File: config.mk
export PLATFORM = sky130hd
export DESIGN_NAME = cache_ctrl_flat
export DESIGN_NICKNAME = d
export VERILOG_FILES = /design/src/verilog/cache_pkg.sv /design/src/verilog/cache_array_if.sv /design/src/verilog/cache_ctrl.sv /design/src/flat_wrapper.sv
export VERILOG_INCLUDE_DIRS = /design/src /design/src/verilog
export SDC_FILE = /design/constraint.sdc
export NUM_CORES = 1
export LEC_CHECK = 0
export ABC_CLOCK_PERIOD_IN_PS = 5070
export BUFFER_PORTS_ARGS = -buffer_cell sky130_fd_sc_hd__buf_2
export CORE_AREA = 2 2 293 295
export CTS_BUF_LIST = sky130_fd_sc_hd__clkbuf_8
export DETAILED_ROUTE_END_ITERATION = 8
export DIE_AREA = 0 0 295 297
export SLEW_MARGIN = 20
export SYNTH_ARGS = -nofsm -noshare
export SYNTH_HDL_FRONTEND = slang
export SYNTH_SLANG_ARGS = --single-unit
export TNS_END_PERCENT = 100
File: constraint.sdc
create_clock -name clk -period 5.07 [get_ports clk]
set_clock_uncertainty 0.05 [all_clocks]
set_input_delay 1.2675 -clock clk [delete_from_list [all_inputs] [get_ports clk]]
set_output_delay 1.2675 -clock clk [all_outputs]
set_load 0.05 [all_outputs]
File: src/verilog/cache_settings.svh
`ifndef CACHE_SETTINGS_SVH
`define CACHE_SETTINGS_SVH

// address split
`define CACHE_TAG_W     20
`define CACHE_INDEX_W   8
`define CACHE_OFFSET_W  4
`define CACHE_ADDR_W    32

// geometry
`define CACHE_SETS      256
`define CACHE_WAYS      2
`define CACHE_BANKS     4
`define CACHE_BANK_W    2

`define CACHE_WORD_W    32
`define CACHE_STRB_W    4
`define CACHE_LINE_W    128

// memory request type
`define CACHE_TYPE_W    3
`define CACHE_TYPE_LINE 3'd4     // full 16-byte line

`endif

File: src/verilog/cache_pkg.sv
`default_nettype none

`include "cache_settings.svh"

package cache_pkg;

    typedef enum logic [2:0] {
        st_idle    = 3'd0,
        st_lookup  = 3'd1,
        st_miss    = 3'd2,     // victim read, dirty write-back
        st_replace = 3'd3,     // line read request
        st_refill  = 3'd4
    } main_state_t;

    // one strobe bit per byte lane
    function automatic logic [`CACHE_WORD_W-1:0] strb_to_mask(
        input logic [`CACHE_STRB_W-1:0] strb
    );
        logic [`CACHE_WORD_W-1:0] mask;
        for (int i = 0; i < `CACHE_STRB_W; i++) begin
            mask[i*8 +: 8] = {8{strb[i]}};
        end
        return mask;
    endfunction

endpackage

`default_nettype wire

File: src/verilog/cache_array_if.sv
`timescale 1ns/10ps
`default_nettype none

`include "cache_settings.svh"

interface cache_array_if;

    logic                                       tag_rd;
    logic [`CACHE_INDEX_W-1:0]                  tag_index;
    logic [`CACHE_WAYS-1:0]                     tag_wr_way;   // one-hot
    logic [`CACHE_TAG_W-1:0]                    tag_wr_tag;

    logic                                       data_rd;
    logic [`CACHE_INDEX_W-1:0]                  data_index;
    logic                                       data_wr;
    logic [`CACHE_INDEX_W-1:0]                  data_wr_index;
    logic [`CACHE_WAYS-1:0]                     data_way;     // one-hot
    logic [`CACHE_BANK_W-1:0]                   data_bank;
    logic [`CACHE_STRB_W-1:0]                   data_strb;
    logic [`CACHE_WORD_W-1:0]                   data_word;

    logic                                       dirty_set;
    logic                                       dirty_clr;
    logic [`CACHE_WAYS-1:0]                     dirty_way;
    logic [`CACHE_INDEX_W-1:0]                  dirty_index;

    logic [`CACHE_WAYS-1:0][`CACHE_TAG_W-1:0]   tag_q;
    logic [`CACHE_WAYS-1:0]                     valid_q;
    logic [`CACHE_WAYS-1:0][`CACHE_LINE_W-1:0]  line_q;
    logic [`CACHE_WAYS-1:0]                     dirty_q;

    modport ctrl (
        output tag_rd, tag_index, tag_wr_way, tag_wr_tag,
        output data_rd, data_index, data_wr, data_wr_index, data_way, data_bank,
        output data_strb, data_word,
        output dirty_set, dirty_clr, dirty_way, dirty_index,
        input  tag_q, valid_q, line_q, dirty_q
    );

    modport arrays (
        input  tag_rd, tag_index, tag_wr_way, tag_wr_tag,
        input  data_rd, data_index, data_wr, data_wr_index, data_way, data_bank,
        input  data_strb, data_word,
        input  dirty_set, dirty_clr, dirty_way, dirty_index,
        output tag_q, valid_q, line_q, dirty_q
    );

endinterface

`default_nettype wire

File: src/verilog/cache_ctrl.sv
`timescale 1ns/10ps
`default_nettype none

`include "cache_settings.svh"

module cache_ctrl
    import cache_pkg::*;
(
    input  logic                        clk,
    input  logic                        resetn,
    cache_array_if.ctrl                 mem,
    input  logic                        valid,
    input  logic                        op,
    input  logic [`CACHE_INDEX_W-1:0]   index,
    input  logic [`CACHE_TAG_W-1:0]     tag,
    input  logic [`CACHE_OFFSET_W-1:0]  offset,
    input  logic [`CACHE_STRB_W-1:0]    wstrb,
    input  logic [`CACHE_WORD_W-1:0]    wdata,
    output logic                        addr_ok,
    output logic                        data_ok,
    output logic [`CACHE_WORD_W-1:0]    rdata,
    output logic                        rd_req,
    output logic [`CACHE_TYPE_W-1:0]    rd_type,
    output logic [`CACHE_ADDR_W-1:0]    rd_addr,
    input  logic                        rd_rdy,
    input  logic                        ret_valid,
    input  logic                        ret_last,
    input  logic [`CACHE_WORD_W-1:0]    ret_data,
    output logic                        wr_req,
    output logic [`CACHE_TYPE_W-1:0]    wr_type,
    output logic [`CACHE_ADDR_W-1:0]    wr_addr,
    output logic [`CACHE_STRB_W-1:0]    wr_wstrb,
    output logic [`CACHE_LINE_W-1:0]    wr_data,
    input  logic                        wr_rdy
);

    main_state_t                state, state_nxt;

    logic                       req_op;
    logic [`CACHE_INDEX_W-1:0]  req_index;
    logic [`CACHE_TAG_W-1:0]    req_tag;
    logic [`CACHE_BANK_W-1:0]   req_bank;
    logic [`CACHE_STRB_W-1:0]   req_wstrb;
    logic [`CACHE_WORD_W-1:0]   req_wdata;

    logic [`CACHE_WAYS-1:0]     way_hit;
    logic                       hit, accept, hit_write, miss_start, rd_conflict;
    logic [`CACHE_WORD_W-1:0]   hit_word;

    logic                       wbuf_valid;
    logic [`CACHE_INDEX_W-1:0]  wbuf_index;
    logic [`CACHE_BANK_W-1:0]   wbuf_bank;
    logic [`CACHE_STRB_W-1:0]   wbuf_strb;
    logic [`CACHE_WORD_W-1:0]   wbuf_data;
    logic [`CACHE_WAYS-1:0]     wbuf_way;

    logic [7:0]                 lfsr;
    logic                       victim_way, victim_dirty;
    logic [`CACHE_WAYS-1:0]     victim_mask;
    logic [`CACHE_BANK_W-1:0]   refill_cnt;
    logic                       refill_beat, refill_last;
    logic [`CACHE_WORD_W-1:0]   refill_mask, refill_word;

    always_comb begin
        for (int w = 0; w < `CACHE_WAYS; w++) begin
            way_hit[w] = mem.valid_q[w] && mem.tag_q[w] == req_tag;
        end
        hit_word = '0;
        for (int w = 0; w < `CACHE_WAYS; w++) begin
            if (way_hit[w]) begin
                hit_word = hit_word | mem.line_q[w][req_bank*`CACHE_WORD_W +: `CACHE_WORD_W];
            end
        end
    end

    assign hit         = |way_hit;
    assign hit_write   = state == st_lookup && hit && req_op;
    assign miss_start  = state == st_lookup && !hit;
    // read behind a hit write to the same bank waits one cycle
    assign rd_conflict = !op && hit_write && offset[3:2] == req_bank;
    assign addr_ok     = state == st_idle || (state == st_lookup && hit && !rd_conflict);
    assign accept      = valid && addr_ok;

    always_ff @(posedge clk) begin
        if (accept) begin
            req_op    <= op;
            req_index <= index;
            req_tag   <= tag;
            req_bank  <= offset[3:2];
            req_wstrb <= wstrb;
            req_wdata <= wdata;
        end
    end

    always_ff @(posedge clk) begin
        if (!resetn) begin
            wbuf_valid <= 1'b0;
        end else begin
            wbuf_valid <= hit_write;
        end
    end

    always_ff @(posedge clk) begin
        if (hit_write) begin
            wbuf_index <= req_index;
            wbuf_bank  <= req_bank;
            wbuf_strb  <= req_wstrb;
            wbuf_data  <= req_wdata;
            wbuf_way   <= way_hit;
        end
    end

    always_ff @(posedge clk) begin
        if (!resetn) begin
            lfsr         <= 8'h01;
            victim_way   <= 1'b0;
            victim_dirty <= 1'b0;
        end else if (miss_start) begin
            lfsr         <= {lfsr[6:0], lfsr[7] ^ lfsr[5] ^ lfsr[4] ^ lfsr[3]};
            victim_way   <= lfsr[0];
            // buffered hit write still draining into the victim
            victim_dirty <= mem.dirty_q[lfsr[0]] ||
                            (wbuf_valid && wbuf_way[lfsr[0]] && wbuf_index == req_index);
        end
    end

    assign victim_mask = `CACHE_WAYS'(1) << victim_way;

    always_comb begin
        state_nxt = state;
        case (state)
            st_idle:    if (accept) state_nxt = st_lookup;
            st_lookup: begin
                if (!hit) begin
                    state_nxt = st_miss;
                end else if (!accept) begin
                    state_nxt = st_idle;
                end
            end
            st_miss:    if (!victim_dirty || (wr_req && wr_rdy)) state_nxt = st_replace;
            st_replace: if (rd_req && rd_rdy) state_nxt = st_refill;
            st_refill:  if (refill_last) state_nxt = st_idle;
            default:    state_nxt = st_idle;
        endcase
    end

    always_ff @(posedge clk) begin
        if (!resetn) begin
            state <= st_idle;
        end else begin
            state <= state_nxt;
        end
    end

    // wr_req rises once the victim line has been reread
    always_ff @(posedge clk) begin
        if (!resetn) begin
            wr_req <= 1'b0;
            rd_req <= 1'b0;
        end else begin
            if (wr_req && wr_rdy) begin
                wr_req <= 1'b0;
            end else if (state == st_miss && victim_dirty && !wr_req) begin
                wr_req <= 1'b1;
            end
            if (rd_req && rd_rdy) begin
                rd_req <= 1'b0;
            end else if (state == st_miss && state_nxt == st_replace) begin
                rd_req <= 1'b1;
            end
        end
    end

    assign refill_beat = state == st_refill && ret_valid;
    assign refill_last = refill_beat && ret_last;

    always_ff @(posedge clk) begin
        if (!resetn) begin
            refill_cnt <= '0;
        end else if (refill_last) begin
            refill_cnt <= '0;
        end else if (refill_beat) begin
            refill_cnt <= refill_cnt + 1'b1;
        end
    end

    assign refill_mask = strb_to_mask(req_wstrb);
    assign refill_word = (req_op && refill_cnt == req_bank) ?
                         (req_wdata & refill_mask) | (ret_data & ~refill_mask) : ret_data;

    assign mem.tag_rd        = accept;
    assign mem.tag_index     = accept ? index : req_index;
    assign mem.tag_wr_way    = refill_last ? victim_mask : '0;
    assign mem.tag_wr_tag    = req_tag;
    assign mem.data_rd       = accept || state == st_miss;
    assign mem.data_index    = accept ? index : req_index;
    assign mem.data_wr       = refill_beat || wbuf_valid;
    assign mem.data_wr_index = refill_beat ? req_index : wbuf_index;
    assign mem.data_way      = refill_beat ? victim_mask : wbuf_way;
    assign mem.data_bank     = refill_beat ? refill_cnt : wbuf_bank;
    assign mem.data_strb     = refill_beat ? {`CACHE_STRB_W{1'b1}} : wbuf_strb;
    assign mem.data_word     = refill_beat ? refill_word : wbuf_data;
    assign mem.dirty_set     = wbuf_valid || (refill_last && req_op);
    assign mem.dirty_clr     = refill_last && !req_op;
    assign mem.dirty_way     = wbuf_valid ? wbuf_way : victim_mask;
    assign mem.dirty_index   = wbuf_valid ? wbuf_index : req_index;

    assign data_ok  = (state == st_lookup && (hit || req_op)) ||
                      (refill_beat && !req_op && refill_cnt == req_bank);
    assign rdata    = state == st_lookup ? hit_word : ret_data;

    assign rd_type  = `CACHE_TYPE_LINE;
    assign rd_addr  = {req_tag, req_index, `CACHE_OFFSET_W'(0)};
    assign wr_type  = `CACHE_TYPE_LINE;
    assign wr_addr  = {mem.tag_q[victim_way], req_index, `CACHE_OFFSET_W'(0)};
    assign wr_wstrb = {`CACHE_STRB_W{1'b1}};
    assign wr_data  = mem.line_q[victim_way];

endmodule

`default_nettype wire

File: src/flat_wrapper.sv
// flat-port wrapper written by rule: the top's interface ports become plain ports
module cache_ctrl_flat import cache_pkg::*;
  (clk, resetn, valid, op, index, tag, offset, wstrb, wdata, addr_ok, data_ok, rdata, rd_req, rd_type, rd_addr, rd_rdy, ret_valid, ret_last, ret_data, wr_req, wr_type, wr_addr, wr_wstrb, wr_data, wr_rdy, mem_tag_rd, mem_tag_index, mem_tag_wr_way, mem_tag_wr_tag, mem_data_rd, mem_data_index, mem_data_wr, mem_data_wr_index, mem_data_way, mem_data_bank, mem_data_strb, mem_data_word, mem_dirty_set, mem_dirty_clr, mem_dirty_way, mem_dirty_index, mem_tag_q, mem_valid_q, mem_line_q, mem_dirty_q);
  cache_array_if mem_i ();
  input  logic clk;
  input  logic resetn;
  input  logic valid;
  input  logic op;
  input  logic [`CACHE_INDEX_W-1:0] index;
  input  logic [`CACHE_TAG_W-1:0] tag;
  input  logic [`CACHE_OFFSET_W-1:0] offset;
  input  logic [`CACHE_STRB_W-1:0] wstrb;
  input  logic [`CACHE_WORD_W-1:0] wdata;
  output logic addr_ok;
  output logic data_ok;
  output logic [`CACHE_WORD_W-1:0] rdata;
  output logic rd_req;
  output logic [`CACHE_TYPE_W-1:0] rd_type;
  output logic [`CACHE_ADDR_W-1:0] rd_addr;
  input  logic rd_rdy;
  input  logic ret_valid;
  input  logic ret_last;
  input  logic [`CACHE_WORD_W-1:0] ret_data;
  output logic wr_req;
  output logic [`CACHE_TYPE_W-1:0] wr_type;
  output logic [`CACHE_ADDR_W-1:0] wr_addr;
  output logic [`CACHE_STRB_W-1:0] wr_wstrb;
  output logic [`CACHE_LINE_W-1:0] wr_data;
  input  logic wr_rdy;
  output wire logic [$bits(mem_i.tag_rd)-1:0] mem_tag_rd;
  output wire logic [$bits(mem_i.tag_index)-1:0] mem_tag_index;
  output wire logic [$bits(mem_i.tag_wr_way)-1:0] mem_tag_wr_way;
  output wire logic [$bits(mem_i.tag_wr_tag)-1:0] mem_tag_wr_tag;
  output wire logic [$bits(mem_i.data_rd)-1:0] mem_data_rd;
  output wire logic [$bits(mem_i.data_index)-1:0] mem_data_index;
  output wire logic [$bits(mem_i.data_wr)-1:0] mem_data_wr;
  output wire logic [$bits(mem_i.data_wr_index)-1:0] mem_data_wr_index;
  output wire logic [$bits(mem_i.data_way)-1:0] mem_data_way;
  output wire logic [$bits(mem_i.data_bank)-1:0] mem_data_bank;
  output wire logic [$bits(mem_i.data_strb)-1:0] mem_data_strb;
  output wire logic [$bits(mem_i.data_word)-1:0] mem_data_word;
  output wire logic [$bits(mem_i.dirty_set)-1:0] mem_dirty_set;
  output wire logic [$bits(mem_i.dirty_clr)-1:0] mem_dirty_clr;
  output wire logic [$bits(mem_i.dirty_way)-1:0] mem_dirty_way;
  output wire logic [$bits(mem_i.dirty_index)-1:0] mem_dirty_index;
  input wire logic [$bits(mem_i.tag_q)-1:0] mem_tag_q;
  input wire logic [$bits(mem_i.valid_q)-1:0] mem_valid_q;
  input wire logic [$bits(mem_i.line_q)-1:0] mem_line_q;
  input wire logic [$bits(mem_i.dirty_q)-1:0] mem_dirty_q;
  assign mem_tag_rd = mem_i.tag_rd;
  assign mem_tag_index = mem_i.tag_index;
  assign mem_tag_wr_way = mem_i.tag_wr_way;
  assign mem_tag_wr_tag = mem_i.tag_wr_tag;
  assign mem_data_rd = mem_i.data_rd;
  assign mem_data_index = mem_i.data_index;
  assign mem_data_wr = mem_i.data_wr;
  assign mem_data_wr_index = mem_i.data_wr_index;
  assign mem_data_way = mem_i.data_way;
  assign mem_data_bank = mem_i.data_bank;
  assign mem_data_strb = mem_i.data_strb;
  assign mem_data_word = mem_i.data_word;
  assign mem_dirty_set = mem_i.dirty_set;
  assign mem_dirty_clr = mem_i.dirty_clr;
  assign mem_dirty_way = mem_i.dirty_way;
  assign mem_dirty_index = mem_i.dirty_index;
  assign mem_i.tag_q = mem_tag_q;
  assign mem_i.valid_q = mem_valid_q;
  assign mem_i.line_q = mem_line_q;
  assign mem_i.dirty_q = mem_dirty_q;
  cache_ctrl u_core (.clk(clk), .resetn(resetn), .mem(mem_i), .valid(valid), .op(op), .index(index), .tag(tag), .offset(offset), .wstrb(wstrb), .wdata(wdata), .addr_ok(addr_ok), .data_ok(data_ok), .rdata(rdata), .rd_req(rd_req), .rd_type(rd_type), .rd_addr(rd_addr), .rd_rdy(rd_rdy), .ret_valid(ret_valid), .ret_last(ret_last), .ret_data(ret_data), .wr_req(wr_req), .wr_type(wr_type), .wr_addr(wr_addr), .wr_wstrb(wr_wstrb), .wr_data(wr_data), .wr_rdy(wr_rdy));
endmodule
# Word-level counts from Yosys, hierarchy flattened
# Cells that the tools add are included.
dict set report totals {
  inputBits 408
  regBits 133
}
dict set report classes {
  bitwise 9
  reduce_logical 43
  n_shift 3
  addsub 1
  muxes 28
  eq_ne 10
  order_cmp 2
}
# op n
set op_table {}
lappend op_table {{$mux 128} 2}
lappend op_table {{$shiftx 128x8->32} 2}
lappend op_table {{$mux 32} 5}
lappend op_table {{$and 32x32->32} 2}
lappend op_table {{$or 32x32->32} 2}
lappend op_table {{$eq 20x20->1} 2}
lappend op_table {{$mux 20} 2}
lappend op_table {{$not 32->32} 1}
lappend op_table {{$logic_and 1x1->1} 24}
lappend op_table {{$mux 8} 3}
lappend op_table {{$mux 3} 6}
lappend op_table {{$pmux 3 s5} 1}
lappend op_table {{$eq 3x2->1 const B} 3}
lappend op_table {{$eq 8x8->1} 1}
lappend op_table {{$logic_or 1x1->1} 8}
lappend op_table {{$mux 2} 4}
lappend op_table {{$reduce_or 2->1} 4}
lappend op_table {{$logic_not 1->1} 6}
lappend op_table {{$eq 2x2->1} 2}
lappend op_table {{$lt 1x2->1 const B} 2}
lappend op_table {{$mux 1} 4}
lappend op_table {{$mux 4} 1}
lappend op_table {{$eq 3x1->1 const B} 1}
lappend op_table {{$eq 3x3->1 const B} 1}
lappend op_table {{5 further kinds} 7}

# Longest topological paths before layout
dict set report depth {
  ltp_word 16
  mapped_depth 8
}

# Worst setup path before layout
# No wires, ideal clock.
dict set report synth_path {
  path_kind {input to output}
  from {input mem_tag_q[27]}
  to {output mem_tag_rd}
  path_slack_ns -0.077
  t_required_ns 3.753
  t_arrival_ns 3.829
  path_buffers 0
  path_stages 7
  path_cell_list {xnor2_1 nand4_1 nor4_2 nand4_2 a21oi_2 o21ai_4 inv_1}
}
dict set report synth_via {
  elab_chain_len 11
}
# item line
set synth_lines {}
lappend synth_lines {{start: declaration} flat_wrapper.sv:46} ;# input wire logic [$bits(mem_i.tag_q)-1:0] mem_tag_q;
lappend synth_lines {{$eq 20x20->1 (*)} cache_ctrl.sv:66} ;# way_hit[w] = mem.valid_q[w] && mem.tag_q[w] == req_tag;
lappend synth_lines {{$logic_and 1x1->1 (*)} cache_ctrl.sv:66}
lappend synth_lines {{$reduce_or 2->1 (*)} cache_ctrl.sv:76} ;# assign hit = |way_hit;
lappend synth_lines {{$logic_and 1x1->1 (*)} {cache_ctrl.sv:77, cache_ctrl.sv:81}}
lappend synth_lines {{$logic_and 1x1->1} cache_ctrl.sv:77} ;# assign hit_write = state == st_lookup && hit && req_op;
lappend synth_lines {{$logic_and 1x1->1 (2 in series)} cache_ctrl.sv:80} ;# assign rd_conflict = !op && hit_write && offset[3:2] == req_bank;
lappend synth_lines {{$logic_not 1->1} cache_ctrl.sv:81} ;# assign addr_ok = state == st_idle || (state == st_lookup && hit && !rd_conflict);
lappend synth_lines {{$logic_and 1x1->1 (*)} cache_ctrl.sv:81}
lappend synth_lines {{$logic_or 1x1->1 (*)} cache_ctrl.sv:81}
lappend synth_lines {{$logic_and 1x1->1 (*)} cache_ctrl.sv:82} ;# assign accept = valid && addr_ok;
lappend synth_lines {{end: declaration} flat_wrapper.sv:30} ;# output wire logic [$bits(mem_i.tag_rd)-1:0] mem_tag_rd;
# Every way passes the cells marked *; elsewhere a longest branch is shown, timed or not.

# Final worst setup path
dict set report layout_path {
  from {input mem_tag_q[8]}
  to {output rdata[31]}
}
dict set report layout_via {
  elab_chain_len 6
}
# item line
set layout_lines {}
lappend layout_lines {{$eq 20x20->1 (*)} cache_ctrl.sv:66}
lappend layout_lines {{$logic_and 1x1->1 (*)} cache_ctrl.sv:66}
lappend layout_lines {{$mux 32 (*)} cache_ctrl.sv:70} ;# if (way_hit[w]) begin
lappend layout_lines {{$or 32x32->32} cache_ctrl.sv:71} ;# hit_word = hit_word | mem.line_q[w][req_bank*`CACHE_WORD_W +: `CACHE_WORD_W];
lappend layout_lines {{$mux 32 (*)} cache_ctrl.sv:70}
lappend layout_lines {{$mux 32 (*)} cache_ctrl.sv:210} ;# assign rdata = state == st_lookup ? hit_word : ret_data;
lappend layout_lines {{end: declaration} flat_wrapper.sv:16} ;# output logic [`CACHE_WORD_W-1:0] rdata;
# Marked as above.

==> impl_metrics.json <==
{
  "outcome": "completed",
  "dr.pass1.iters": 5,
  "grt_pass1_wl_um": 85500,
  "cp.required_ns": 3.75,
  "ant_nets": 0,
  "cts_hold_buffers": 0,
  "synth_edf_count": 107,
  "drtIter0Drc": 598,
  "tns_ns": 0,
  "path_cells": "buf_2, xnor2_1, nand4_1, nor4_1, nand4_1, buf_4, inv_2, buf_12, a221oi_1, buf_4, nor2_1, buf_12",
  "gr-total-overflow": 0,
  "nets": 1961,
  "leakage_nw": 6.75,
  "vias": 10400,
  "arrival_ns": 3.59,
  "slowest_delay_ns": 0.85,
  "fp.dieW_um": 295,
  "die_h_um": 297,
  "start_util": 0.119,
  "ys_seq_elements": 132,
  "post-route-period-util": 0.967,
  "hold_class": "reg2reg",
  "io_buffers": 726,
  "synth_ff_type": "edfxtp_1",
  "rows": 107,
  "crit_family": "buffers and inverters",
  "final_cell_count_no_fill": 2723,
  "antenna_found_initial": 21,
  "p_total_mw": 4.81,
  "cts_resized": 0,
  "yosys.cell_types.count": 41,
  "clockBufferDepth": 2,
  "wl_per_cell_um": 24.2,
  "synth_seq_area_share": 0.368,
  "grt_usage": 0.146,
  "dp_hpwl_um": 56100,
  "max-cap-violations": 0,
  "syn_area_um2": 10100,
  "rsz0062_at_grt": "false",
  "path_max_fanout": 14,
  "syn_to_final_growth_pct": 53.5,
  "path_clk_slew_ns": 0.12,
  "grt_max_degree": 65,
  "yosysTopAreaCell": "edfxtp_1",
  "cp-end-kind": "output pin",
  "layout_commonest_cell": "buf_2",
  "drc": 0,
  "crit_type": "in2out",
  "synth_top_area_frac": 0.319,
  "fmax_mhz": 204,
  "pwr_density_cell_nw_per_um2": 311,
  "synthArstFlopShare": 0,
  "syn_area_per_cell_um2": 11.6,
  "tightestPinTransition_ns": 1.02,
  "nFillCells": 9513,
  "drv_slew": 0,
  "drive_gt1_frac": 0.658,
  "fin_area_um2": 15500,
  "core_um2": 84500,
  "startpoint_type": "primary input",
  "finalCriticalPeriod_ns": 4.90,
  "clock_sinks": 132,
  "clk_root_buffer_cell": "clkbuf_8",
  "cp_num_buf_inv": 6,
  "viasPerCell": 3.82,
  "place_congestion": 0.927,
  "htreeDepth": 4,
  "clk_latency_ns": 0.61,
  "relSlewSlack": 0.321,
  "cts_made_buffers": 17,
  "ir_drop_uv": 207,
  "wl_um": 65800,
  "tritoncts": "built",
  "placedCellCount": 2678,
  "rr_worst_depth": 10,
  "placed_area_um2": 15000,
  "die-area_um2": 87600,
  "cp_slowest_cell": "a221oi_1",
  "grt_pass1_vias": 10300,
  "synth_top_cells_by_area": "edfxtp_1 (32%), mux2_2 (18%), mux4_2 (14%), dfxtp_1 (5.0%), buf_4 (4.0%)",
  "syn_inst": 873,
  "ys.warnings.count": 0,
  "cp.depth": 12,
  "hold_violations": 0,
  "layout_common_cells": "buf_2 (719), mux2_2 (157), edfxtp_1 (107)",
  "ios": 747,
  "setup_viol": 0,
  "post_cts_buffers": 0,
  "holdPathStages": 0
}
-- stage by stage --
step	worst slack [ns]	hold WS, ns	utilization
after floorplan	0.537	0.376	-
final	0.166	0.378	0.183
after global placement	0.105	0.377	0.178
after CTS	0.0904	0.365	0.183
after global routing	0.0271	0.396	0.183
after detailed placement	0.107	0.382	0.178
-- layout make-up --
class / instances / area [um^2] / share of cell area
Multi-Input combinational cell: 639 / 5800 / 0.375
Timing Repair Buffer: 758 / 4080 / 0.263
Sequential cell: 132 / 3720 / 0.240
Tap cell: 1144 / 1430 / 0.0925
Clock buffer: 17 / 234 / 0.0151
Clock inverter: 15 / 163 / 0.0105
Antenna cell: 13 / 32.5 / 0.00210
Inverter: 5 / 22.5 / 0.00145
-- metal layers --
metal  global-route usage  vias to the layer above  part of all wire
met1                0.181                     5088              0.42
met4               0.0671                        6             0.038
met3               0.0661                       74              0.11
met2                0.215                      601              0.43
li1                     -                     4625                 -
met5                    0                        -           0.00061
-- cell usage after synthesis (3+ instances only) --
library cell	n
a21oi_1	3
buf_4	54
clkbuf_1	44
mux2_4	8
buf_2	14
nand4_1	8
nand3_1	16
mux4_2	64
nor2_1	69
nand2b_1	5
and3_1	4
xnor2_1	41
mux2_2	157
a221oi_1	32
nor4_1	4
dfxtp_1	25
nand2_1	89
nor2b_1	3
xor2_1	14
o21ai_0	47
edfxtp_1	107
inv_1	5
mux2i_1	36
-- cells by family after synthesis --
kind of cell	synth area share
xor+xnor	0.0478
compound gates	0.0598
simple gates	0.0920
buf+inv	0.0657
mux	0.366
flops	0.368
other cells	0.000745
-- worst paths after layout --
| kind | start | end | slack [ns] |
|---|---|---|---|
| min | u_core.req_wdata[20] | u_core.wbuf_data[20] | 0.38 |
| max | mem_tag_q[8] | rdata[31] | 0.17 |
| max reg2reg | u_core.mem.tag_wr_tag[2] | u_core.req_wdata[8] | 1.63 |
| min reg2reg | u_core.req_wdata[20] | u_core.wbuf_data[20] | 0.38 |
-- worst reg2reg max path: cells and delay by family (launching register included) --
family / cells / cell delay [ns]
buf+inv: 4 / 1.03
compound gates: 2 / 0.42
simple gates: 3 / 0.72
xor+xnor: 1 / 0.22
flops: 1 / 0.56
-- power breakdown --
part / switching [mW] / leakage [nW] / internal, mW / total (mW)
sequential: 0.0982 / 1.19 / 1.25 / 1.35
clock: 0.608 / 0.204 / 0.373 / 0.981
combinational: 1.76 / 5.35 / 0.721 / 2.48
total: 2.47 / 6.75 / 2.35 / 4.81
-- flip-flops by register name, summed over array words and instances (netlist names), 3 cells and up --
| name | flops |
|---|---|
| u_core.wbuf_strb | 4 |
| u_core.mem.tag_wr_tag | 20 |
| u_core.req_index | 8 |
| u_core.req_wdata | 32 |
| u_core.wbuf_index | 8 |
| u_core.lfsr | 8 |
| u_core.state | 3 |
| u_core.wbuf_data | 32 |
| u_core.req_wstrb | 4 |
No activity file was read; power rests on OpenSTA's default activity.
